[src/hw/host_cfg_pkg.sv]
// Host domain address map, region encoding and bus widths
package host_cfg_pkg;

  localparam int unsigned ADDR_WIDTH = 32;
  localparam int unsigned DATA_WIDTH = 32;

  // L2 scratchpad window, aliased beyond the physical size
  localparam logic [ADDR_WIDTH-1:0] L2_BASE   = 32'h0000_0000;
  localparam logic [ADDR_WIDTH-1:0] L2_WINDOW = 32'h0001_0000;

  localparam logic [ADDR_WIDTH-1:0] MBOX_BASE = 32'h0001_0000;
  localparam logic [ADDR_WIDTH-1:0] CNT_BASE  = 32'h0002_0000;

  // Mailbox and counter regions are both this large
  localparam logic [ADDR_WIDTH-1:0] REGION_SIZE = 32'h0000_0010;

  // Mailbox byte offsets
  localparam logic [3:0] DOORBELL_SET   = 4'h0;
  localparam logic [3:0] DOORBELL_CLR   = 4'h4;
  localparam logic [3:0] COMPLETION_SET = 4'h8;
  localparam logic [3:0] COMPLETION_CLR = 4'hc;

  // Counter byte offsets, offset 12 reads as zero
  localparam logic [3:0] READ_CNT  = 4'h0;
  localparam logic [3:0] WRITE_CNT = 4'h4;
  localparam logic [3:0] ERROR_CNT = 4'h8;

  typedef enum logic [1:0] {
    REGION_L2,
    REGION_MBOX,
    REGION_CNT,
    REGION_NONE
  } region_e;

endpackage

[src/hw/host_bus_pkg.sv]
// Wishbone port structs and the internal target request struct
package host_bus_pkg;

  // Word offset wide enough for the whole L2 window
  localparam int unsigned WOFF_WIDTH = $clog2(host_cfg_pkg::L2_WINDOW) - 2;
  localparam int unsigned SEL_WIDTH  = host_cfg_pkg::DATA_WIDTH / 8;

  // Master to slave, 71 bits
  typedef struct packed {
    logic [host_cfg_pkg::ADDR_WIDTH-1:0] adr;
    logic [host_cfg_pkg::DATA_WIDTH-1:0] dat;
    logic [SEL_WIDTH-1:0]                sel;
    logic                                we;
    logic                                cyc;
    logic                                stb;
  } wb_req_t;

  // Slave to master, 34 bits
  typedef struct packed {
    logic [host_cfg_pkg::DATA_WIDTH-1:0] dat;
    logic                                ack;
    logic                                err;
  } wb_rsp_t;

  // Single cycle strobe from the bus FSM to one target
  typedef struct packed {
    logic                                valid;
    logic                                we;
    logic [WOFF_WIDTH-1:0]               woff;
    logic [host_cfg_pkg::DATA_WIDTH-1:0] dat;
    logic [SEL_WIDTH-1:0]                sel;
  } tgt_req_t;

endpackage

[src/hw/access_counters.sv]
// L2 read, L2 write and bus error event counters
`timescale 1ns/1ps

module access_counters
  import host_cfg_pkg::*;
  import host_bus_pkg::*;
(
  input  logic                  clk_i,
  input  logic                  reset_i,
  input  logic                  l2_rd_i,
  input  logic                  l2_wr_i,
  input  logic                  bus_err_i,
  input  tgt_req_t              req_i,
  output logic [DATA_WIDTH-1:0] rdata_o
);

  logic [3:0]  reg_off;
  logic        clear;
  logic [31:0] read_cnt_q, write_cnt_q, error_cnt_q;

  assign reg_off = {req_i.woff[1:0], 2'b00};

  // Any write into the region wipes all three
  assign clear = req_i.valid && req_i.we;

  always_ff @(posedge clk_i) begin
    if (reset_i || clear) begin
      read_cnt_q  <= '0;
      write_cnt_q <= '0;
      error_cnt_q <= '0;
    end else begin
      // Counters wrap
      if (l2_rd_i) begin
        read_cnt_q <= read_cnt_q + 32'd1;
      end
      if (l2_wr_i) begin
        write_cnt_q <= write_cnt_q + 32'd1;
      end
      if (bus_err_i) begin
        error_cnt_q <= error_cnt_q + 32'd1;
      end
    end
  end

  always_comb begin
    case (reg_off)
      READ_CNT:  rdata_o = read_cnt_q;
      WRITE_CNT: rdata_o = write_cnt_q;
      ERROR_CNT: rdata_o = error_cnt_q;
      default:   rdata_o = '0;
    endcase
  end

endmodule

[config.mk]
export PLATFORM = sky130hd
export DESIGN_NAME = access_counters
export DESIGN_NICKNAME = d
export VERILOG_FILES = /design/src/hw/host_cfg_pkg.sv /design/src/hw/host_bus_pkg.sv /design/src/hw/access_counters.sv
export SDC_FILE = /design/constraint.sdc
export NUM_CORES = 1
export LEC_CHECK = 0
export BUFFER_PORTS_ARGS = -buffer_cell sky130_fd_sc_hd__buf_4
export CORE_UTILIZATION = 35
export CTS_BUF_LIST = sky130_fd_sc_hd__clkbuf_4 sky130_fd_sc_hd__clkbuf_8
export DETAILED_ROUTE_END_ITERATION = 10
export MAX_ROUTING_LAYER = met4
export PLACE_DENSITY_LB_ADDON = 0.12
export SETUP_SLACK_MARGIN = 0.4
export SYNTH_ARGS = -nofsm -noshare
export SYNTH_HDL_FRONTEND = slang
export SYNTH_SLANG_ARGS = --single-unit
export TNS_END_PERCENT = 10
[constraint.sdc]
create_clock -name clk_i -period 2.35 [get_ports clk_i]
set_clock_uncertainty 0.15 [all_clocks]
set_input_delay 0.5875 -clock clk_i [delete_from_list [all_inputs] [get_ports clk_i]]
set_output_delay 0.5875 -clock clk_i [all_outputs]
set_load 0.05 [all_outputs]
==> reports/results.txt, run 1 <==
Status -> finished clean
Crit start category -> primary input
Initial Util -> 35.9%
Width of the die -> 124 µm
Top_reg_cell synth -> dfxtp_1
RSZ-0062 raised after global routing -> yes
Final core occ -> 48.7%
Clock transition at path regs -> 100 ps
Fin. Hold Viols -> 0
Yosys cell types -> 41
Largest net degree at the start of global routing -> 33
Core area -> 14,600 µm²
Initial antenna violation count -> 0
Seq. cell area -> 1960 µm²
Clock root buffer -> clkbuf_8
Async set-or-reset flop fraction in the synthesized netlist -> 0%
Period utilization -> 95.3%
Gr ovfl total -> 0
Sequential Power Share -> 51.6%
Pleak -> 0.00246 µW
Combinational power share -> 7.2%
Final setup viols -> 0
Design area -> 7110 µm²
DR vias -> 5,136
Clock Power Share -> 41.2%
Syn avg cell area -> 8.08 µm²
Critical path required time -> 1610 ps
Net Count, Synth -> 708
WP data arrival -> 1500 ps
Crit-path max FO -> 5
Top cells by area, synth -> dfxtp_1 37%, mux2i_1 7.6%, nand2_1 5.6%
Nets -> 785
Netlist Area Pre-Place -> 5240 µm²
Hold_ws -> 335 ps
Vias per inst -> 5.62
Fin Setup TNS -> 0 ps
Die Y -> 124 µm
Synth cell count leaders -> 96 x dfxtp_1, 78 x nand2_1, 53 x nor2_1
First-pass GRT wire length -> 25,000 µm
MaxCap Viol Count -> 0
Post-synthesis sequential element count -> 96
Post-synth EDFFs -> 0
Peak VDD IR -> 0.306 mV
Skew-Pair Late Insertion Delay -> 380 ps
# rows -> 44
Yosys warnings -> 0
Initial DRC count -> 283
Area Growth Syn to Fin -> 35.7%
Fmax -> 447 MHz
Detailed Routing Iterations Pass 1 -> 5
PwrDens -> 447 nW/µm²
Full die area -> 15,500 µm²
Layout cell share with drive strength beyond 1 -> 30.7%
DRT antenna net count -> 0
Fill cells -> 1,367
Fin. max-slew vios -> 0
WS Path Type -> primary input to primary output
Final Wtd Congestion -> 0.839
CTS H-Tree Depth -> 3
Final WL -> 15,900 µm
Cell-internal power -> 2430 µW
CTS tree -> done
Post-DP HPWL -> 10,900 µm
Worst-margin pin slew -> 606 ps
Switching Share -> 23.4%
Syn Inst Count -> 648
Period minus WS final -> 2240 ps
Num Clock Sinks -> 96
Vias in the first global route -> 4,900
Dominant cell type by area after synthesis -> dfxtp_1
Average wire per standard cell -> 17.4 µm
Min-delay worst type -> flop to flop
Tot GR Track Use -> 20.8%
Most common cell in the netlist -> dfxtp_1
Relative slew slack -> 59.2%
CTS Buf Count -> 9
# IOs -> 89
Share of the synthesized area in the top cell type -> 36.7%
Sw Pwr -> 741 µW
Area after DPL -> 6430 µm²
Port buffer count -> 40
Antenna diodes -> 0
Sequential share of the synthesized area -> 36.7%
Critical Path End Type -> primary output
Clk buf depth -> 2
Drt drc -> 0
CTS Hold Bufs -> 0
Multi-input logic area -> 3680 µm²
-- cells in the final DEF, fill, tap and decap left out, drive strengths merged, types with 2 or more instances in the layout --
master and n:
buf 107, dfxtp 96, nand2 78, nor2 53
o21ai 48, a21oi 41, mux2i 40, nand3 35
or4 31, nand4 25, o31ai 24, xnor2 18
xor2 18, and4 15, clkbuf 14, or3 13
nor4 11, inv 10, nor3 8, a31oi 8
a41o 8, and2 6, and3 6, o311ai 3
nand2b 3, ha 3, or2 2, bufinv 2
-- per-layer routing --
metal	share of wire, %	wire length, µm	track usage [%]
met5	0	0	-
met4	1.1	178	5.88
met3	5.0	789	4.98
met2	48	7570	33.6
met1	46	7340	25.6
-- power groups by stage --
stage / combinational (µW) / clock (µW) / sequential [µW]
floorplan: 150 / 0 / 1680
CTS: 228 / 1350 / 1640
finish: 227 / 1310 / 1640
global route: 245 / 1420 / 1640
detailed placement: 195 / 0 / 1680
global placement: 192 / 0 / 1680
-- final timing paths --
| path | from | endpoint | slack, ps | cells past startpoint |
|---|---|---|---|---|
| setup / recovery | req_i[37] | rdata_o[20] | 110 | 6 |
| hold reg to reg | write_cnt_q[31] | write_cnt_q[31] | 340 | 2 |
| setup reg to reg | read_cnt_q[0] | read_cnt_q[21] | 200 | 5 |
| hold / removal | write_cnt_q[31] | write_cnt_q[31] | 340 | 2 |
-- worst max-delay path: stages --
cell and delay (ps):
buf_16 120, buf_8 130, mux2i_4 180, buf_6 130, o21ai_4 160, buf_6 180
-- state kept, by name (all words and copies together) (netlist names) --
| name | flops |
|---|---|
| write_cnt_q | 32 |
| read_cnt_q | 32 |
| error_cnt_q | 32 |
-- cell type report --
type	count	share of cell area [%]
multi-input cells	501	51.8
well taps	184	3.24
clock inverters	2	0.845
repair buffers	107	13.6
flip-flops and latches	96	27.5
inverters	10	0.528
clock buffers	14	2.54
-- through the flow --
stage          cells  total power (µW)  setup WS, ps
6_report         914              3170           111
5_1_grt          914              3310          74.2
4_1_cts          906              3220           107
3_5_place_dp     888              1870         -94.2
3_3_place_gp     888              1870         -91.0
2_1_floorplan    648              1830           185
-- timing repair --
| action | 4_1_cts | 5_1_grt |
|---|---|---|
| setup endpoints to repair | 66 | 82 |
| pin swaps | 5 | 10 |
| resized for setup | 39 | 47 |
| cloned | 2 | 3 |
| buffers inserted | 0 | 5 |
-- kinds of logic after synthesis --
family                   after synthesis  share of synthesized area [%]
AND/OR/NAND/NOR                      284                           28.7
AO/OA/AOI/OAI                        135                           15.4
flip-flops                            96                           36.7
buffers and inverters                 54                           4.83
multiplexers                          40                           7.65
XOR/XNOR                              36                           6.02
adder cells (fa/ha/maj)                3                          0.717
Power figures use the tool's default switching activity.
==> run 2, diff against run 1 <==
--- a/config.mk
+++ b/config.mk
@@ -5,7 +5,7 @@
 export SDC_FILE = /design/constraint.sdc
 export NUM_CORES = 1
 export LEC_CHECK = 0
-export BUFFER_PORTS_ARGS = -buffer_cell sky130_fd_sc_hd__buf_4
+export BUFFER_PORTS_ARGS = -buffer_cell sky130_fd_sc_hd__buf_2
 export CORE_UTILIZATION = 35
 export CTS_BUF_LIST = sky130_fd_sc_hd__clkbuf_4 sky130_fd_sc_hd__clkbuf_8
 export DETAILED_ROUTE_END_ITERATION = 10
==> run 2 against run 1 <==
  * Critical path depth unchanged
  * Via count down 0.19%
  * Combinational power about the same
  * Non-clock buffer count up 6
  * Setup slack worse by 12 ps
  * Utilization down 0.53 points
  * Die area unchanged
  * Count of clock-buffer cells in the layout down 2
  * Register-to-register slack worse by 50 ps
  * Wire length down 4.0%
  * First-iteration DRC count down 4.2%
  * Cell area down 1.1%
==> reports/results.txt, run 2 (synthesis results as in run 1) <==
Reg2Reg Depth -> 4
Clk buf depth -> 2
Final setup viols -> 0
Clock root buffer -> clkbuf_8
RR Endpoint -> error_cnt_q[31]
CTS Hold Bufs -> 0
Hold depth -> 2
First-pass GRT wire length -> 24,700 µm
Clock transition at path regs -> 90 ps
Commonest non-fill, non-tap cell in the layout -> buf_4
Core area -> 14,600 µm²
Area after DPL -> 6380 µm²
DRT antenna net count -> 0
Worst Hold End -> write_cnt_q[31]
Fin. max-slew vios -> 0
PwrDens -> 422 nW/µm²
# rows -> 44
Relative slew slack -> 66.8%
WP data arrival -> 1510 ps
Post-DP HPWL -> 10,800 µm
Layout cell share with drive strength beyond 1 -> 29.2%
DR vias -> 5,126
Status -> finished clean
MaxCap Viol Count -> 0
Multi-input logic area -> 3650 µm²
Antenna diodes -> 0
Area Growth Syn to Fin -> 34.2%
RR Startpoint -> error_cnt_q[10]
Min-Delay Startpoint -> write_cnt_q[31]
Fin Setup TNS -> 0 ps
Critical path required time -> 1610 ps
Num Clock Sinks -> 96
Drt drc -> 0
Peak VDD IR -> 0.316 mV
Initial DRC count -> 271
Tot GR Track Use -> 20.5%
Port buffer count -> 40
Largest net degree at the start of global routing -> 69
Crit-path max FO -> 8
Min-delay worst type -> flop to flop
Pleak -> 0.00244 µW
Width of the die -> 124 µm
Full die area -> 15,500 µm²
Detailed Routing Iterations Pass 1 -> 5
Vias per inst -> 5.58
Die Y -> 124 µm
Critical Path End Type -> primary output
CTS Buf Count -> 9
Skew-Pair Late Insertion Delay -> 370 ps
Gr ovfl total -> 0
Initial antenna violation count -> 0
CTS H-Tree Depth -> 3
RSZ-0062 raised after global routing -> yes
Flop2flop setup slack -> 150 ps
Crit start category -> primary input
Final Wtd Congestion -> 0.793
Initial Util -> 35.9%
# IOs -> 89
Period minus WS final -> 2250 ps
Largest regs -> error_cnt_q (32), read_cnt_q (32), write_cnt_q (32)
Fin. Hold Viols -> 0
Vias in the first global route -> 4,956
Period utilization -> 95.8%
Worst-margin pin slew -> 496 ps
Nets -> 789
Fmax -> 444 MHz
Final WL -> 15,200 µm
Design area -> 7030 µm²
Average wire per standard cell -> 16.6 µm
CTS tree -> done
Fill cells -> 1,424
Seq. cell area -> 1940 µm²
Most frequent cells in the layout -> 87 x buf_4, 86 x dfxtp_1, 75 x nand2_1
WS Path Type -> primary input to primary output
[run 2: area by class of cell]
type | instances | area share (%)
Clock buffer | 12 | 2.08
Clock inverter | 4 | 0.641
Inverter | 10 | 0.534
Multi-Input combinational cell | 499 | 52.0
Sequential cell | 96 | 27.6
Tap cell | 184 | 3.28
Timing Repair Buffer | 113 | 13.9
[run 2: power breakdown]
group	internal, µW	switching (µW)
clock	524	577
combinational	89.1	136
sequential	1630	10.2
[run 2: what timing repair did]
item / CTS / global route
cloned: 1 / 1
setup buffers: 0 / 7
setup endpoints to repair: 65 / 81
pin swaps: 4 / 17
gates resized for setup: 72 / 29
[run 2: how the worst max path moves through the flow]
stage	depth (start not counted)	slack, ps	to	start
detailed placement	6	-220	rdata_o[0]	req_i[37]
CTS	6	100	rdata_o[22]	req_i[37]
global route	6	60	rdata_o[26]	req_i[36]
finish	6	100	rdata_o[22]	req_i[37]
global placement	6	-160	rdata_o[14]	req_i[37]
floorplan	6	190	read_cnt_q[17]	l2_rd_i
[run 2: metal layers]
| layer | wire length, µm | global-route usage [%] | part of all wire [%] |
|---|---|---|---|
| met3 | 562 | 4.47 | 3.7 |
| met1 | 7110 | 25.6 | 47 |
| met5 | 0 | - | 0 |
| met2 | 7320 | 33.1 | 48 |
| met4 | 255 | 5.95 | 1.7 |
[run 2: metrics by stage]
stage          worst slack [ps]  total power (µW)  std cells  hold WS [ps]  util, %
2_1_floorplan               185              1830        648           296        -
3_3_place_gp               -164              1870        893           308     43.8
3_5_place_dp               -224              1880        893           322     43.8
4_1_cts                     100              3010        910           335     47.0
5_1_grt                    64.8              3080        918           378     48.2
6_report                   98.5              2970        918           333     48.2
[run 2: worst max-delay path: stages]
cell	delay (ps)
buf_12	120
buf_12	150
mux2i_4	190
buf_6	130
o21ai_4	150
buf_6	170
