`src/hw/host_cfg_pkg.sv`:
```
// Host domain address map, region encoding and bus widths
package host_cfg_pkg;

  localparam int unsigned ADDR_WIDTH = 32;
  localparam int unsigned DATA_WIDTH = 32;

  // L2 scratchpad window, aliased beyond the physical size
  localparam logic [ADDR_WIDTH-1:0] L2_BASE   = 32'h0000_0000;
  localparam logic [ADDR_WIDTH-1:0] L2_WINDOW = 32'h0001_0000;

  localparam logic [ADDR_WIDTH-1:0] MBOX_BASE = 32'h0001_0000;
  localparam logic [ADDR_WIDTH-1:0] CNT_BASE  = 32'h0002_0000;

  // Mailbox and counter regions are both this large
  localparam logic [ADDR_WIDTH-1:0] REGION_SIZE = 32'h0000_0010;

  // Mailbox byte offsets
  localparam logic [3:0] DOORBELL_SET   = 4'h0;
  localparam logic [3:0] DOORBELL_CLR   = 4'h4;
  localparam logic [3:0] COMPLETION_SET = 4'h8;
  localparam logic [3:0] COMPLETION_CLR = 4'hc;

  // Counter byte offsets, offset 12 reads as zero
  localparam logic [3:0] READ_CNT  = 4'h0;
  localparam logic [3:0] WRITE_CNT = 4'h4;
  localparam logic [3:0] ERROR_CNT = 4'h8;

  typedef enum logic [1:0] {
    REGION_L2,
    REGION_MBOX,
    REGION_CNT,
    REGION_NONE
  } region_e;

endpackage

```
`src/hw/host_bus_pkg.sv`:
```
// Wishbone port structs and the internal target request struct
package host_bus_pkg;

  // Word offset wide enough for the whole L2 window
  localparam int unsigned WOFF_WIDTH = $clog2(host_cfg_pkg::L2_WINDOW) - 2;
  localparam int unsigned SEL_WIDTH  = host_cfg_pkg::DATA_WIDTH / 8;

  // Master to slave, 71 bits
  typedef struct packed {
    logic [host_cfg_pkg::ADDR_WIDTH-1:0] adr;
    logic [host_cfg_pkg::DATA_WIDTH-1:0] dat;
    logic [SEL_WIDTH-1:0]                sel;
    logic                                we;
    logic                                cyc;
    logic                                stb;
  } wb_req_t;

  // Slave to master, 34 bits
  typedef struct packed {
    logic [host_cfg_pkg::DATA_WIDTH-1:0] dat;
    logic                                ack;
    logic                                err;
  } wb_rsp_t;

  // Single cycle strobe from the bus FSM to one target
  typedef struct packed {
    logic                                valid;
    logic                                we;
    logic [WOFF_WIDTH-1:0]               woff;
    logic [host_cfg_pkg::DATA_WIDTH-1:0] dat;
    logic [SEL_WIDTH-1:0]                sel;
  } tgt_req_t;

endpackage

```
`src/hw/mailbox_regs.sv`:
```
// Doorbell and completion set/clear registers with their interrupts
`timescale 1ns/1ps

module mailbox_regs
  import host_cfg_pkg::*;
  import host_bus_pkg::*;
(
  input  logic                  clk_i,
  input  logic                  reset_i,
  input  tgt_req_t              req_i,
  output logic [DATA_WIDTH-1:0] rdata_o,
  output logic                  doorbell_irq_o,
  output logic                  completion_irq_o
);

  logic [3:0]            reg_off;
  logic [DATA_WIDTH-1:0] wmask, wdata;
  logic [DATA_WIDTH-1:0] doorbell_q, doorbell_d;
  logic [DATA_WIDTH-1:0] completion_q, completion_d;

  assign reg_off = {req_i.woff[1:0], 2'b00};

  always_comb begin
    for (int b = 0; b < SEL_WIDTH; b++) begin
      wmask[8*b +: 8] = {8{req_i.sel[b]}};
    end
  end

  // Unselected bytes neither set nor clear
  assign wdata = req_i.dat & wmask;

  always_comb begin
    doorbell_d   = doorbell_q;
    completion_d = completion_q;
    if (req_i.valid && req_i.we) begin
      case (reg_off)
        DOORBELL_SET:   doorbell_d   = doorbell_q | wdata;
        DOORBELL_CLR:   doorbell_d   = doorbell_q & ~wdata;
        COMPLETION_SET: completion_d = completion_q | wdata;
        COMPLETION_CLR: completion_d = completion_q & ~wdata;
        default:        ;
      endcase
    end
  end

  // Interrupts follow the new value, so they rise together with the write
  always_ff @(posedge clk_i) begin
    if (reset_i) begin
      doorbell_q       <= '0;
      completion_q     <= '0;
      doorbell_irq_o   <= 1'b0;
      completion_irq_o <= 1'b0;
    end else begin
      doorbell_q       <= doorbell_d;
      completion_q     <= completion_d;
      doorbell_irq_o   <= (doorbell_d != '0);
      completion_irq_o <= (completion_d != '0);
    end
  end

  assign rdata_o = (reg_off == COMPLETION_SET || reg_off == COMPLETION_CLR) ?
                   completion_q : doorbell_q;

endmodule

```
`config.mk`:
```
export PLATFORM = sky130hd
export DESIGN_NAME = mailbox_regs
export DESIGN_NICKNAME = d
export VERILOG_FILES = /design/src/hw/host_cfg_pkg.sv /design/src/hw/host_bus_pkg.sv /design/src/hw/mailbox_regs.sv
export SDC_FILE = /design/constraint.sdc
export NUM_CORES = 1
export LEC_CHECK = 0
export BUFFER_PORTS_ARGS = -buffer_cell sky130_fd_sc_hd__buf_2
export CAP_MARGIN = 20
export CORE_MARGIN = 2
export CORE_UTILIZATION = 25
export DETAILED_ROUTE_END_ITERATION = 10
export SLEW_MARGIN = 20
export SYNTH_ARGS = -nofsm -noshare
export SYNTH_HDL_FRONTEND = slang
export SYNTH_SLANG_ARGS = --single-unit
```
`constraint.sdc`:
```
create_clock -name clk_i -period 2.1 [get_ports clk_i]
set_clock_uncertainty 0.1 [all_clocks]
set_input_delay 0.42 -clock clk_i [delete_from_list [all_inputs] [get_ports clk_i]]
set_output_delay 0.42 -clock clk_i [all_outputs]
set_load 0.02 [all_outputs]
```
==> results of run 1 <==
==> cell families (layout without fill, tap and decap cells) <==
| logic type | after synthesis | after routing |
|---|---|---|
| AND/OR/NAND/NOR | 180 | 180 |
| AO/OA/AOI/OAI | 206 | 206 |
| flip-flops | 66 | 66 |
| multiplexers | 42 | 42 |
| buffers and inverters | 44 | 155 |
==> layer usage <==
metal | vias up | track usage, % | part of all wire, % | wire [um]
li1 | 2244 | - | - | -
met1 | 2172 | 20.8 | 47 | 6520
met2 | 122 | 24.9 | 47 | 6580
met3 | 19 | 2.23 | 4.4 | 614
met4 | 0 | 6.84 | 2.1 | 295
met5 | - | 0 | 0 | 0
==> layout by cell type, fill, tap and decap left out, drive strengths merged, types with 13 or more instances in the layout <==
cell	count
a21boi	18
o32ai	28
or3	45
buf	137
nand3	28
nand2	24
mux2	32
nor2b	13
nor2	41
o22a	18
o21ai	45
dfxtp	66
a21oi	87
nand2b	13
==> per-stage QoR <==
stage / total power, mW / instance area, um^2 / hold slack (ps) / worst slack, ps
global placement: 1.84 / 5200 / 392 / -112
global route: 3.67 / 5540 / 395 / 99.4
finish: 3.53 / 5540 / 383 / 143
detailed placement: 1.84 / 5200 / 399 / -121
floorplan: 1.60 / 4230 / 372 / 194
CTS: 3.56 / 5540 / 369 / 142
==> final cells by class <==
| class | count | area [um^2] | share of cell area [%] |
|---|---|---|---|
| multi-input cells | 428 | 2710 | 48.9 |
| flip-flops and latches | 66 | 1320 | 23.8 |
| repair buffers | 137 | 891 | 16.1 |
| well taps | 220 | 275 | 4.97 |
| clock buffers | 12 | 267 | 4.81 |
| clock inverters | 4 | 72.6 | 1.31 |
| inverters | 2 | 7.51 | 0.135 |
==> registers in the layout, indices dropped and copies added (netlist names) <==
name,cells
completion_irq_o,1
completion_q,32
doorbell_irq_o,1
doorbell_q,32
==> critical path, stage by stage <==
cell and delay, ps:
buf_2 120, buf_4 320, mux2_2 400, buf_2 170
==> report_power, final <==
group	total [mW]	leakage (nW)	switching, mW	internal, mW
combinational	0.524	1.50	0.297	0.228
sequential	1.29	0.533	0.0201	1.27
clock	1.71	0.165	0.581	1.13
total	3.53	2.20	0.897	2.64
==> worst paths after layout <==
check / start / end / slack (ps) / depth (start not counted)
min reg2reg: doorbell_q[27]$_SDFF_PP0_ / doorbell_q[27]$_SDFF_PP0_ / 410 / 2
min: req_i[15] / completion_q[11]$_SDFF_PP0_ / 380 / 4
max reg2reg: completion_q[25]$_SDFF_PP0_ / completion_irq_o$_SDFF_PP0_ / 320 / 6
max: req_i[37] / rdata_o[20] / 140 / 4
==> metrics.txt, run 1 <==
Final #Nets about 700; routed vias between 4,000 and 5,000; CTS clk-pin slew, worst paths around 60 ps; pwr dens between 600 and 700 nW/um^2; Max FO, Critical Path 20; CTS tree done; Root Driver clkbuf_16; GRT Total Usage between 10% and 20%; clk sink count 66; Skew-Pair Late Insertion Delay 340 ps; layout cells sized above 1 between 20% and 30%; post-synth net total between 500 and 600; IO Port Bufs between 70 and 80; Antenna Cells 0; First-pass DRT Iterations 5; unrepaired setup endpoints after global routing false; top cells by count, synth 87 x a21oi_1, 66 x dfxtp_1, 45 x o21ai_0, 45 x or3_1, 41 x nor2_1; most frequent cell after synthesis a21oi_1; largest net degree at the start of global routing 67; Max Buffers Root-to-Sink 2; hpwl dp 10,100 um; critical path arrival 1440 ps; initial antenna violation count 0; share of flip-flops with an asynchronous set or reset 0%; vias per cell ~5.2; xor and xnor fraction of the mapped netlist area 0%; Synth Area in Simple Gates 22.3%; Synth Instances 538; GRT overflow 0; min cycle time layout about 2000 ps; synthesis-stage register bit count 66; final cell count without fillers ~870; WL/cell ~16 um; Hold Vio Cnt, Final 0; Max Transition Viols Final 0; top cell type by total area after synthesis dfxtp_1; first-pass GRT wire length around 22,000 um; Distinct cells, synth 33; Worst VDD drop about 0.29 mV; # Max-Cap Violations 0; Die H ~130 um; sequential fraction of the synthesis area about 31%; cell leakage power about 2.2 nW; worst hold path type primary input to flop; final setup fails 0; vias in the first global route roughly 4,100; post-synth top area share roughly 31%; slew margin rel. between 70% and 80%; CTS buffer count 9; WP data required ~1600 ps; Initial Utilization approximately 26%; Setup crit start kind primary input; critical path class primary input to output port; Die Area roughly 18,000 um^2; post-synthesis instance area about 4200 um^2; placed cells 853; Synth area leaders dfxtp_1 31%, a21oi_1 10%, mux2_2 8.5%, or3_1 6.7%, o32ai_1 5.6%; Worst setup EP type output port; mux share of post-synthesis cell area between 10 and 15%; routability cong. about 0.82; Slew @ Worst Pin 431 ps; num ports between 80 and 90; fin crit share roughly 93%; Synth Area in Compound Gates a little under a third; Post-CTS Resized 0; H-Tree Depth 3; fin util approximately a third; fmax 511 MHz; Fillers between 1,500 and 2,000; Post CTS Setup Buffer Count 0; largest family of logic cells by synthesized area compound AO/OA/AOI/OAI gates; top_reg_cell synth dfxtp_1; number of routed nets with antenna violations 0; Area Overhead vs Synth 31.0%; number of synthesized flops with an enable pin 0; status complete, no violations; Core Footprint ~17,000 um^2; Detailed Route WL 14,000 um; die width around 130 um; Setup TNS Final 0 ps; yosys warns 0; # rows 47; residual DRC count 0; synthesized area per cell 7.87 um^2; # hold bufs at CTS 0; 1st-iter DRT viols 289; Synth Area in Adders 0%
Note: power is estimated with default switching activity, not from simulation.
==> run 2: changes to the inputs <==
--- a/config.mk
+++ b/config.mk
@@ -10,7 +10,9 @@
 export CORE_MARGIN = 2
 export CORE_UTILIZATION = 25
 export DETAILED_ROUTE_END_ITERATION = 10
-export SLEW_MARGIN = 20
+export GPL_TIMING_DRIVEN = 0
+export SKIP_LAST_GASP = 1
+export SLEW_MARGIN = 10
 export SYNTH_ARGS = -nofsm -noshare
 export SYNTH_HDL_FRONTEND = slang
 export SYNTH_SLANG_ARGS = --single-unit
==> run 2 against run 1 <==
Compared with the run above:
- sequential share of layout area rose by 1.6 points
- hold slack worse by 3.9 ps
- non-clock buffer count down 24
- setup slack worse by 110 ps
- critical path type is now primary input to flop
- critical endpoint is now doorbell_irq_o$_SDFF_PP0_
- highest routed layer unchanged
==> metrics.txt, run 2 (same netlist as run 1, synthesis figures left out) <==
critical path class primary input to flop (was primary input to output port); initial antenna violation count 1 (was 0); First-pass DRT Iterations 5 (unchanged); Place WS -627 ps (was -121 ps); Post CTS Setup Buffer Count 0 (unchanged); largest net degree at the start of global routing 11 (was 67); cell family with most CP delay compound AO/OA/AOI/OAI gates (was buffers and inverters); Max Transition Viols Final 0 (unchanged); CTS tree done (unchanged); placed cells 829 (was 853); Worst VDD drop 0.352 mV (was 0.290 mV); Core Footprint 16,600 um^2 (unchanged); Max Buffers Root-to-Sink 2 (unchanged); final setup fails 0 (unchanged); # rows 47 (unchanged); vias per cell 5.41 (was 5.24); R2R Setup Slk 390 ps (was 320 ps); clk sink count 66 (unchanged); 1st-iter DRT viols 478 (was 289); fin worst setup slack 34.4 ps (was 143 ps); hpwl dp 11,100 um (was 10,100 um); H-Tree Depth 3 (unchanged); Setup crit start kind primary input (unchanged); CP cell instances buf_2 > buf_4 > nand3b_1 > buf_6 > nor3b_1 > o32ai_1 > nand4_1 > o41a_1 (was buf_2 > buf_4 > mux2_2 > buf_2); pwr dens 606 nW/um^2 (was 638 nW/um^2); crit path from req_i[37] (unchanged); critical path endpoint doorbell_irq_o$_SDFF_PP0_ (was rdata_o[20]); Post-CTS Resized 8 (was 0); Worst Path Buf+Inv 3 (unchanged); die width 134 um (unchanged); critical path arrival 2170 ps (was 1440 ps); Hold Vio Cnt, Final 0 (unchanged); min cycle time layout 2070 ps (was 1960 ps); status complete, no violations (unchanged); reg-to-reg endpoint doorbell_irq_o$_SDFF_PP0_ (was completion_irq_o$_SDFF_PP0_); Critical Path Stages 8 (was 4); top flop regs completion_q: 32 flops, doorbell_q: 32 flops (unchanged); fin crit share 98.4% (was 93.2%); GRT Total Usage 17.1% (was 15.5%); Detailed Route WL 15,600 um (was 14,000 um); detailed-routed wire length on met3 1180 um (was 614 um); Total Power 3.14 mW (was 3.53 mW); cell leakage power 1.96 nW (was 2.20 nW); Skew-Pair Late Insertion Delay 340 ps (about the same); residual DRC count 0 (unchanged); M1 WL 6950 um (was 6520 um); layout cells sized above 1 22.3% (was 28.7%); Root Driver clkbuf_16 (unchanged); Area after DPL 4860 um^2 (was 5200 um^2); CTS clk-pin slew, worst paths 50 ps (was 60 ps); DR top layer met4 (unchanged); met2 routed WL 7070 um (was 6580 um); Setup TNS Final 0 ps (unchanged); fmax 484 MHz (was 511 MHz); routed vias 4,566 (was 4,557); Worst path slowest cell o41a_1 (was mux2_2); # Max-Cap Violations 0 (unchanged); Die H 134 um (unchanged); WL/cell 18.5 um (was 16.1 um); num ports 88 (unchanged); commonest cells after routing, fill and taps aside 87 x a21oi_1, 78 x buf_2, 66 x dfxtp_1, 45 x or3_1, 45 x o21ai_0 (was 87 x a21oi_1, 75 x buf_2, 66 x dfxtp_1, 58 x buf_4); Die Area 18,000 um^2 (unchanged); R2R Path Start doorbell_q[27]$_SDFF_PP0_ (was completion_q[25]$_SDFF_PP0_); first-pass GRT wire length 23,800 um (was 22,100 um); IO Port Bufs 71 (was 75); final cell count without fillers 844 (was 869); design area 5180 um^2 (was 5540 um^2); CTS buffer count 9 (unchanged); vias in the first global route 4,133 (was 4,126); worst hold path type primary input to flop (unchanged); Worst path max stage delay 470 ps (was 400 ps); most common cell after layout, fill and taps aside a21oi_1 (unchanged); Min Hold Slack 379 ps (was 383 ps); R2R depth 5 (was 6); slew margin rel. 56.3% (was 70.5%); number of routed nets with antenna violations 0 (unchanged); # hold bufs at CTS 0 (unchanged); Worst setup EP type flop (was output port); unrepaired setup endpoints after global routing false (unchanged); GRT overflow 0 (unchanged); Final #Nets 674 (was 698); routability cong. 0.821 (was 0.823); WP data required 2200 ps (was 1580 ps); Slew @ Worst Pin 655 ps (was 431 ps); Area Overhead vs Synth 22.5% (was 31.0%); fin util 31.3% (was 33.4%); Initial Utilization 25.5% (unchanged); Fillers 1,794 (was 1,805); Max FO, Critical Path 10 (was 20)
## run 2: worst min-delay path by stage
stage | start | endpoint | cells past startpoint
after floorplan | completion_q[20]$_SDFF_PP0_ | completion_q[20]$_SDFF_PP0_ | 2
after global routing | req_i[33] | doorbell_q[29]$_SDFF_PP0_ | 4
final | req_i[15] | completion_q[11]$_SDFF_PP0_ | 4
after detailed placement | completion_q[17]$_SDFF_PP0_ | completion_q[17]$_SDFF_PP0_ | 2
after global placement | doorbell_q[14]$_SDFF_PP0_ | doorbell_q[14]$_SDFF_PP0_ | 2
after CTS | req_i[13] | completion_q[9]$_SDFF_PP0_ | 4
## run 2: layer usage
metal / up-vias / track usage [%]
met5: - / 0
met4: 0 / 6.73
met3: 26 / 3.82
met2: 178 / 26.8
met1: 2172 / 23.0
li1: 2190 / -
## run 2: area by class of cell
| type | instances | area, um^2 | area share, % |
|---|---|---|---|
| multi-input combinational | 428 | 2750 | 53.1 |
| tap | 220 | 275 | 5.31 |
| inverter | 2 | 7.51 | 0.145 |
| timing repair buffer | 71 | 355 | 6.85 |
| sequential | 66 | 1320 | 25.5 |
| clock buffer | 14 | 254 | 4.90 |
| buffer | 42 | 214 | 4.13 |
| antenna | 1 | 2.50 | 0.0483 |
## run 2: report_power, final
part	internal (mW)	switching [mW]	total (mW)
clock network	0.820	0.538	1.36
logic	0.178	0.315	0.493
registers	1.27	0.0184	1.29
## run 2: worst register-to-register path, stage by stage, from the launching register on
cell      delay, ps
dfxtp_1         340
a21boi_0        140
o22a_1          200
o32ai_2         170
nand4_1         140
o41a_1          490
