`src/hw/host_cfg_pkg.sv`:
```
// Host domain address map, region encoding and bus widths
package host_cfg_pkg;

  localparam int unsigned ADDR_WIDTH = 32;
  localparam int unsigned DATA_WIDTH = 32;

  // L2 scratchpad window, aliased beyond the physical size
  localparam logic [ADDR_WIDTH-1:0] L2_BASE   = 32'h0000_0000;
  localparam logic [ADDR_WIDTH-1:0] L2_WINDOW = 32'h0001_0000;

  localparam logic [ADDR_WIDTH-1:0] MBOX_BASE = 32'h0001_0000;
  localparam logic [ADDR_WIDTH-1:0] CNT_BASE  = 32'h0002_0000;

  // Mailbox and counter regions are both this large
  localparam logic [ADDR_WIDTH-1:0] REGION_SIZE = 32'h0000_0010;

  // Mailbox byte offsets
  localparam logic [3:0] DOORBELL_SET   = 4'h0;
  localparam logic [3:0] DOORBELL_CLR   = 4'h4;
  localparam logic [3:0] COMPLETION_SET = 4'h8;
  localparam logic [3:0] COMPLETION_CLR = 4'hc;

  // Counter byte offsets, offset 12 reads as zero
  localparam logic [3:0] READ_CNT  = 4'h0;
  localparam logic [3:0] WRITE_CNT = 4'h4;
  localparam logic [3:0] ERROR_CNT = 4'h8;

  typedef enum logic [1:0] {
    REGION_L2,
    REGION_MBOX,
    REGION_CNT,
    REGION_NONE
  } region_e;

endpackage

```
`src/hw/host_bus_pkg.sv`:
```
// Wishbone port structs and the internal target request struct
package host_bus_pkg;

  // Word offset wide enough for the whole L2 window
  localparam int unsigned WOFF_WIDTH = $clog2(host_cfg_pkg::L2_WINDOW) - 2;
  localparam int unsigned SEL_WIDTH  = host_cfg_pkg::DATA_WIDTH / 8;

  // Master to slave, 71 bits
  typedef struct packed {
    logic [host_cfg_pkg::ADDR_WIDTH-1:0] adr;
    logic [host_cfg_pkg::DATA_WIDTH-1:0] dat;
    logic [SEL_WIDTH-1:0]                sel;
    logic                                we;
    logic                                cyc;
    logic                                stb;
  } wb_req_t;

  // Slave to master, 34 bits
  typedef struct packed {
    logic [host_cfg_pkg::DATA_WIDTH-1:0] dat;
    logic                                ack;
    logic                                err;
  } wb_rsp_t;

  // Single cycle strobe from the bus FSM to one target
  typedef struct packed {
    logic                                valid;
    logic                                we;
    logic [WOFF_WIDTH-1:0]               woff;
    logic [host_cfg_pkg::DATA_WIDTH-1:0] dat;
    logic [SEL_WIDTH-1:0]                sel;
  } tgt_req_t;

endpackage

```
`src/hw/host_bus_fsm.sv`:
```
// Wishbone classic slave FSM with region decode and target strobes
`timescale 1ns/1ps

module host_bus_fsm
  import host_cfg_pkg::*;
  import host_bus_pkg::*;
(
  input  logic                  clk_i,
  input  logic                  reset_i,
  input  wb_req_t               wb_req_i,
  output wb_rsp_t               wb_rsp_o,
  output tgt_req_t              l2_req_o,
  output tgt_req_t              mbox_req_o,
  output tgt_req_t              cnt_req_o,
  input  logic [DATA_WIDTH-1:0] l2_rdata_i,
  input  logic [DATA_WIDTH-1:0] mbox_rdata_i,
  input  logic [DATA_WIDTH-1:0] cnt_rdata_i,
  output logic                  l2_rd_o,
  output logic                  l2_wr_o,
  output logic                  bus_err_o
);

  typedef enum logic [1:0] {IDLE, ACCESS, RESP} state_e;

  state_e                  state_q, state_d;
  logic                    req_start;
  logic [ADDR_WIDTH-1:0]   l2_offs, mbox_offs, cnt_offs, offs_d;
  region_e                 region_d, region_q;
  logic [WOFF_WIDTH-1:0]   woff_q;
  logic                    we_q;
  logic [DATA_WIDTH-1:0]   dat_q;
  logic [SEL_WIDTH-1:0]    sel_q;
  tgt_req_t                acc_req;
  logic                    in_access;

  assign req_start = wb_req_i.cyc && wb_req_i.stb;

  // Unsigned wrap makes each check a single compare
  assign l2_offs   = wb_req_i.adr - L2_BASE;
  assign mbox_offs = wb_req_i.adr - MBOX_BASE;
  assign cnt_offs  = wb_req_i.adr - CNT_BASE;

  always_comb begin
    region_d = REGION_NONE;
    offs_d   = '0;
    if (l2_offs < L2_WINDOW) begin
      region_d = REGION_L2;
      offs_d   = l2_offs;
    end else if (mbox_offs < REGION_SIZE) begin
      region_d = REGION_MBOX;
      offs_d   = mbox_offs;
    end else if (cnt_offs < REGION_SIZE) begin
      region_d = REGION_CNT;
      offs_d   = cnt_offs;
    end
  end

  always_comb begin
    case (state_q)
      IDLE:    state_d = req_start ? ACCESS : IDLE;
      ACCESS:  state_d = RESP;
      RESP:    state_d = IDLE;
      default: state_d = IDLE;
    endcase
  end

  always_ff @(posedge clk_i) begin
    if (reset_i) begin
      state_q <= IDLE;
    end else begin
      state_q <= state_d;
    end
  end

  // Latched request fields
  always_ff @(posedge clk_i) begin
    if (state_q == IDLE && req_start) begin
      region_q <= region_d;
      woff_q   <= offs_d[WOFF_WIDTH+1:2];
      we_q     <= wb_req_i.we;
      dat_q    <= wb_req_i.dat;
      sel_q    <= wb_req_i.sel;
    end
  end

  assign in_access = (state_q == ACCESS);

  always_comb begin
    acc_req.valid    = 1'b0;
    acc_req.we       = we_q;
    acc_req.woff     = woff_q;
    acc_req.dat      = dat_q;
    acc_req.sel      = sel_q;
    l2_req_o         = acc_req;
    mbox_req_o       = acc_req;
    cnt_req_o        = acc_req;
    l2_req_o.valid   = in_access && (region_q == REGION_L2);
    mbox_req_o.valid = in_access && (region_q == REGION_MBOX);
    cnt_req_o.valid  = in_access && (region_q == REGION_CNT);
  end

  // Counter events
  assign l2_rd_o   = in_access && (region_q == REGION_L2) && !we_q;
  assign l2_wr_o   = in_access && (region_q == REGION_L2) && we_q;
  assign bus_err_o = in_access && (region_q == REGION_NONE);

  always_comb begin
    wb_rsp_o = '0;
    if (state_q == RESP) begin
      wb_rsp_o.ack = (region_q != REGION_NONE);
      wb_rsp_o.err = (region_q == REGION_NONE);
      case (region_q)
        REGION_L2:   wb_rsp_o.dat = l2_rdata_i;
        REGION_MBOX: wb_rsp_o.dat = mbox_rdata_i;
        REGION_CNT:  wb_rsp_o.dat = cnt_rdata_i;
        default:     wb_rsp_o.dat = '0;
      endcase
    end
  end

  // One of ack or err two edges after sampling, err only for an unmapped address
  a_rsp_exclusive: assert property (@(posedge clk_i) disable iff (reset_i)
    (state_q == IDLE && req_start) |->
      ##2 ((wb_rsp_o.ack != wb_rsp_o.err) &&
           (wb_rsp_o.err == $past(region_d == REGION_NONE, 2))));

  a_rsp_one_cycle: assert property (@(posedge clk_i) disable iff (reset_i)
    (wb_rsp_o.ack || wb_rsp_o.err) |=> !(wb_rsp_o.ack || wb_rsp_o.err));

endmodule

```
`config.mk`:
```
export PLATFORM = sky130hd
export DESIGN_NAME = host_bus_fsm
export DESIGN_NICKNAME = d
export VERILOG_FILES = /design/src/hw/host_cfg_pkg.sv /design/src/hw/host_bus_pkg.sv /design/src/hw/host_bus_fsm.sv
export SDC_FILE = /design/constraint.sdc
export NUM_CORES = 1
export LEC_CHECK = 0
export BUFFER_PORTS_ARGS = -buffer_cell sky130_fd_sc_hd__buf_4
export CAP_MARGIN = 20
export CORE_AREA = 2 2 141 143
export CTS_CLUSTER_SIZE = 14
export DETAILED_ROUTE_END_ITERATION = 8
export DIE_AREA = 0 0 143 145
export PLACE_DENSITY = 0.51
export SYNTH_ARGS = -nofsm -noshare
export SYNTH_HDL_FRONTEND = slang
export SYNTH_SLANG_ARGS = --single-unit
```
`constraint.sdc`:
```
create_clock -name clk_i -period 9.2 [get_ports clk_i]
set_input_delay 1.38 -clock clk_i [delete_from_list [all_inputs] [get_ports clk_i]]
set_output_delay 1.38 -clock clk_i [all_outputs]
set_load 0.02 [all_outputs]
```
==> impl_metrics.yaml, run 1 <==
run_status:
  status: "finished clean"
logic_synthesis:
  synth_cell_type_count: 35
  ys_seq_area_frac: 0.436
  synth-adder-area-share: 0.00335
  synth-edff-count: 53
  syn-num-nets: 547
  avgSynthCellArea_sq_um: 9.92
  synth_commonest_cells: "buf_4 (104), nor2_1 (70), edfxtp_1 (53), a21oi_1 (33), mux2i_1 (33)"
  synth_xor_area_frac: 0.00469
  synth_area_leaders: "edfxtp_1 (43%), buf_4 (21%), mux2i_1 (8.8%)"
  netlist.area_leader.share: 0.426
  synth_mux_area_frac: 0.0884
  yosysMostFrequentCell: "buf_4"
  yosysWarnings: 0
  synth_top_area_cell: "edfxtp_1"
  synth-main-ff-cell: "edfxtp_1"
  synth_top_family_by_area: "buffers and inverters"
  ys_seq_elements: 55
  async_reset_ff_frac: 0
  synth_compound_area_frac: 0.0920
  syn-cell-area_sq_um: 3740
  synthCells: 377
  synth-simple-area-share: 0.145
sta:
  drv_slew: 0
  finalSetupViolCount: 0
  finalSetupTns_ns: 0
  rsz0062_at_grt: "false"
  hold_violations: 0
  timing.final.ws_setup_ns: 5.45
  timing.final.crit_share: 0.408
  worst_pin_slew_ns: 0.972
  fin_crit_ns: 3.75
  maxSlewHeadroom: 0.352
  fmax_mhz: 266
  whs_ns: 0.528
  fin_skew_ns: 0.00745
power_and_ir_drop:
  switching_share: 0.269
  p_switching_uw: 177
  clkPwrFrac: 0.286
  irDropWorstVdd_mv: 0.0643
  seqPwrFrac: 0.452
  power_density_nw_per_um2: 107
  p_comb_frac: 0.262
  leakagePower_nw: 2.88
  p_int_uw: 479
  p_total_uw: 656
cells_and_area:
  antenna_cells: 0
  area_growth_pct: 64.4
  finalInstanceArea_sq_um: 6150
  final.fill_count: 2002
  layout.nets: 798
  drive_gt1_frac: 0.620
floorplanning:
  std_cell_rows: 51
  start_util: 0.195
  die_w_um: 143
  die_h_um: 145
  core_area_sq_um: 19200
  io_pins: 362
  dieArea_sq_um: 20700
clock_network:
  cts_tree: "done"
  clock_sinks: 55
  htree_levels: 2
  cts_max_path_buffers: 2
  path_clk_slew_ns: 0.07
  postCtsSetupRepairBufs: 0
  cts_buffers: 5
  postCtsHoldBufs: 0
  cts_repair_resize_count: 0
  cts_root_buffer: "clkbuf_16"
  worstSkewPairLatency_ns: 0.30
worst_setup_path:
  worst-path-buf-inv: 3
  worst_ep_required_time_ns: 7.82
  cp.arrival_ns: 2.37
  worst_path_max_delay_cell: "nand3b_1"
  critPathLaunchType: "flop"
  cp_max_fo: 38
  end_kind: "output pin"
  max_stage_delay_ns: 0.47
  path_cells: "buf_4, nand2_1, nand3b_1, buf_16, nor2_1, buf_4"
  crit_family: "buffers and inverters"
  cpMostUsedCell: "buf_4"
  worstSetupPathType: "reg -> out"
placement:
  dpl_cell_area_sq_um: 6010
  place_ws_ns: 5.38
  gp_congestion: 0.854
  port_buffers: 359
  dp_hpwl_um: 11100
drt:
  routedWlPerCell_um: 15.1
  first_pass_iters: 4
  ant_nets: 0
  drcViolationCount: 0
  totalWireLength_um: 13500
  vias: 3587
  drtIter0Drc: 105
  vias_per_cell: 4.01
worst_hold_path:
  hold_class: "reg -> reg"
global_route:
  grt_pass1_vias: 3547
  antenna_found_initial: 0
  overflow: 0
  grt_pass1_wl_um: 19500
  grt_max_degree: 54
  grt_usage: 0.122
job:
  cap_viol_max_count: 0
kinds of logic after synthesis:
group,after synthesis
xor+xnor,2
mux,33
simple gates,112
fa+ha+maj,1
flops,55
compound gates,51
buf+inv,123
final timing paths:
check	from	endpoint	slack (ns)	cells after the start
worst min register to register	state_q[1]	state_q[0]	0.53	1
worst max-delay path	region_q[1]	wb_rsp_o[14]	5.45	6
worst min-delay path	state_q[1]	state_q[0]	0.53	1
worst max register to register	state_q[1]	dat_q[16]	7.62	2
state kept, by name, indices dropped and copies added, names as in the netlist:
register	flops
woff_q	14
region_q	2
sel_q	4
we_q	1
dat_q	32
state_q	2
area by class of cell:
cell class	instances	area, sq um	share of cell area
Clock buffer	6	129	0.0210
Inverter	3	11.3	0.00183
Sequential cell	55	1630	0.265
Multi-Input combinational cell	199	1260	0.205
Clock inverter	2	12.5	0.00204
Tap cell	265	332	0.0539
Timing Repair Buffer	364	2770	0.451
cell usage in the layout (no fill, tap or decap), types with 2 or more instances in the layout:
master / count
a21boi_0: 4
a21boi_2: 10
a21oi_1: 32
buf_16: 2
buf_4: 362
clkbuf_16: 5
dfxtp_1: 2
edfxtp_1: 53
inv_1: 3
mux2i_1: 33
nand2_1: 5
nand2b_1: 2
nand4_1: 3
nor2_1: 70
nor2b_1: 4
nor3_1: 4
nor3b_1: 4
nor4_1: 6
nor4bb_1: 2
or3_1: 2
or4_4: 2
stage by stage:
step / instances / utilization
3_5_place_dp: 886 / 0.313
4_1_cts: 894 / 0.320
6_report: 894 / 0.320
5_1_grt: 894 / 0.320
3_3_place_gp: 884 / 0.310
2_1_floorplan: 377 / -
metal layers:
metal  up-vias  track usage  wire [um]  part of all wire
met5         -            0          0                 0
met4         0       0.0426        319             0.024
met3        23       0.0238        808             0.060
met2       174        0.225       7260              0.54
met1      1685        0.137       5110              0.38
li1       1705            -          -                 -
power by group through the flow:
stage                     clock, mW  sequential [mW]  combinational [mW]
after detailed placement          0            0.302               0.173
after global routing          0.206            0.298               0.183
after global placement            0            0.301               0.170
after CTS                     0.199            0.297               0.173
final                         0.188            0.296               0.172
after floorplan                   0            0.312              0.0781
worst register-to-register path, delay by kind of cell (launching register included):
kind | cells | cell delay, ns
buf+inv | 1 | 0.58
flops | 1 | 0.35
simple gates | 1 | 0.19
(Power assumes the default switching activity.)
==> run 2, diff against run 1 <==
--- a/config.mk
+++ b/config.mk
@@ -7,11 +7,11 @@
 export LEC_CHECK = 0
 export BUFFER_PORTS_ARGS = -buffer_cell sky130_fd_sc_hd__buf_4
 export CAP_MARGIN = 20
-export CORE_AREA = 2 2 141 143
+export CORE_AREA = 2 2 142 144
 export CTS_CLUSTER_SIZE = 14
 export DETAILED_ROUTE_END_ITERATION = 8
-export DIE_AREA = 0 0 143 145
-export PLACE_DENSITY = 0.51
+export DIE_AREA = 0 0 144 146
+export PLACE_DENSITY = 0.52
 export SYNTH_ARGS = -nofsm -noshare
 export SYNTH_HDL_FRONTEND = slang
 export SYNTH_SLANG_ARGS = --single-unit
==> constraint.sdc (replaced) <==
create_clock -name clk_i -period 3.4 [get_ports clk_i]
set_input_delay 0.51 -clock clk_i [delete_from_list [all_inputs] [get_ports clk_i]]
set_output_delay 0.51 -clock clk_i [all_outputs]
set_load 0.02 [all_outputs]
==> run 2 against run 1 <==
Compared with the run above: wire length is 0.73% lower; sequential cell count stayed put; utilization is 0.17 points lower; register-to-register slack worse by 5.8 ns; die area is 1.4% higher; worst hold slack worse by 0.15 ns; clock power grew to 2.9 times the previous value; non-clock buffer count is 4 higher; cell count is 0.45% higher; critical endpoint is now wb_rsp_o[2].
==> impl_metrics.yaml, run 2 (synthesis results as in run 1) <==
cells_and_area:
  drive_gt1_frac: 0.624
  final.fill_count: 2058
  layout.nets: 802
  largest_reg_flops: 32
  area_growth_pct: 64.6
  utilization: 0.318
  final_cell_mix: "buf_4 (368), nor2_1 (70), edfxtp_1 (53), mux2i_1 (33), a21oi_1 (32)"
  largest-register: "dat_q"
  final_cells: 898
  largestRegisters: "dat_q x32, woff_q x14, sel_q x4"
  antenna_cells: 0
  mostFrequentLayoutCell: "buf_4"
sta:
  rsz0062_at_grt: "false"
  worst_pin_slew_ns: 0.848
  fmax_mhz: 379
  fin_skew_ns: 0.00369
  finalSetupViolCount: 0
  drv_slew: 0
  whs_ns: 0.379
  hold_violations: 0
  maxSlewHeadroom: 0.435
  fin_crit_ns: 2.64
  timing.final.crit_share: 0.777
  finalSetupTns_ns: 0
worst_setup_path:
  max_stage_delay_ns: 0.42
  cp.arrival_ns: 2.13
  critPathLaunchType: "flop"
  worst_ep_required_time_ns: 2.89
  cpMostUsedCell: "buf_4"
  cp-startpoint: "region_q[1]"
  path_cells: "buf_4, buf_4, mux2i_1, nor2_1, a21oi_1, nor2_1, buf_4"
  worst-path-buf-inv: 3
  worst_path_max_delay_cell: "buf_4"
  timing.rr.start: "state_q[1]"
  end_kind: "output pin"
  worstSetupPathType: "reg -> out"
  crit_family: "buffers and inverters"
  cp_max_fo: 25
worst_hold_path:
  hold_class: "in -> reg"
  hp-start: "reset_i"
floorplanning:
  die_h_um: 146
  core_area_sq_um: 19300
  die_w_um: 144
  std_cell_rows: 51
  dieArea_sq_um: 21000
  io_pins: 362
  start_util: 0.193
power_and_ir_drop:
  switching_share: 0.276
  p_switching_uw: 498
  p_comb_frac: 0.256
  p_int_mw: 1.30
  clkPwrFrac: 0.299
  irDropWorstVdd_mv: 0.183
  seqPwrFrac: 0.445
  p_total_mw: 1.80
  power_density_nw_per_um2: 293
  leakagePower_nw: 2.88
drt:
  vias_per_cell: 3.87
  drtIter0Drc: 136
  ant_nets: 0
  routedWlPerCell_um: 14.9
  drcViolationCount: 0
  vias: 3476
  first_pass_iters: 4
  totalWireLength_um: 13400
global_route:
  grt_pass1_wl_um: 18700
  grt_max_degree: 54
  grt_usage: 0.117
  grt_pass1_vias: 3318
  overflow: 0
  antenna_found_initial: 0
placement:
  port_buffers: 359
  placedCellCount: 890
  dp_hpwl_um: 11000
  gp_congestion: 0.808
clock_network:
  cts_repair_resize_count: 0
  htree_levels: 2
  path_clk_slew_ns: 0.07
  cts_tree: "done"
  postCtsHoldBufs: 0
  cts_root_buffer: "clkbuf_16"
  clock_sinks: 55
  cts_max_path_buffers: 2
  cts_buffers: 5
  worstSkewPairLatency_ns: 0.29
  postCtsSetupRepairBufs: 0
run_status:
  status: "finished clean"
job:
  cap_viol_max_count: 0
[run 2: cell types whose count changed in the layout (fill, tap and decap cells not counted), sizes merged]
cell / delta
clkinv: -1
buf: +4
inv: +2
clkbuf: -1
[run 2: worst reg2reg max path, delay by kind of cell (launching register included)]
kind	cells	cell delay (ns)
buffers and inverters	1	0.55
and+or+nand+nor	1	0.18
DFF	1	0.36
[run 2: power groups by stage]
stage                     Clock, mW  Combinational [mW]  Sequential (mW)
final                         0.538               0.461            0.803
after global routing          0.595               0.491            0.807
after CTS                     0.571               0.465            0.804
after detailed placement          0               0.465            0.819
after global placement            0               0.463            0.819
after floorplan                   0               0.212            0.842
[run 2: metrics by stage]
stage                     area [sq um]  setup WS [ns]
after floorplan                   3740          0.326
after global placement            6000          0.607
after detailed placement          6000          0.571
after CTS                         6150          0.708
after global routing              6150          0.554
final                             6150          0.760
[run 2: layer usage]
layer,GRT usage,wire length [um],vias to the layer above
met4,0.0225,119,0
li1,-,-,1711
met3,0.0227,934,8
met1,0.140,5280,1595
met5,0,0,-
met2,0.214,7070,162
[run 2: area by class of cell]
class / instances / area, sq um / area share
clock buffer: 5 / 125 / 0.0203
clock inverter: 3 / 27.5 / 0.00447
inverter: 3 / 11.3 / 0.00183
multi-input combinational: 199 / 1260 / 0.206
sequential: 55 / 1630 / 0.265
tap: 265 / 332 / 0.0539
timing repair buffer: 368 / 2760 / 0.449
[run 2: final timing paths]
kind	end	slack (ns)	cells after the start
min reg2reg	state_q[0]	0.55	1
max reg2reg	woff_q[9]	1.87	2
max	wb_rsp_o[2]	0.76	7
min	state_q[1]	0.38	2
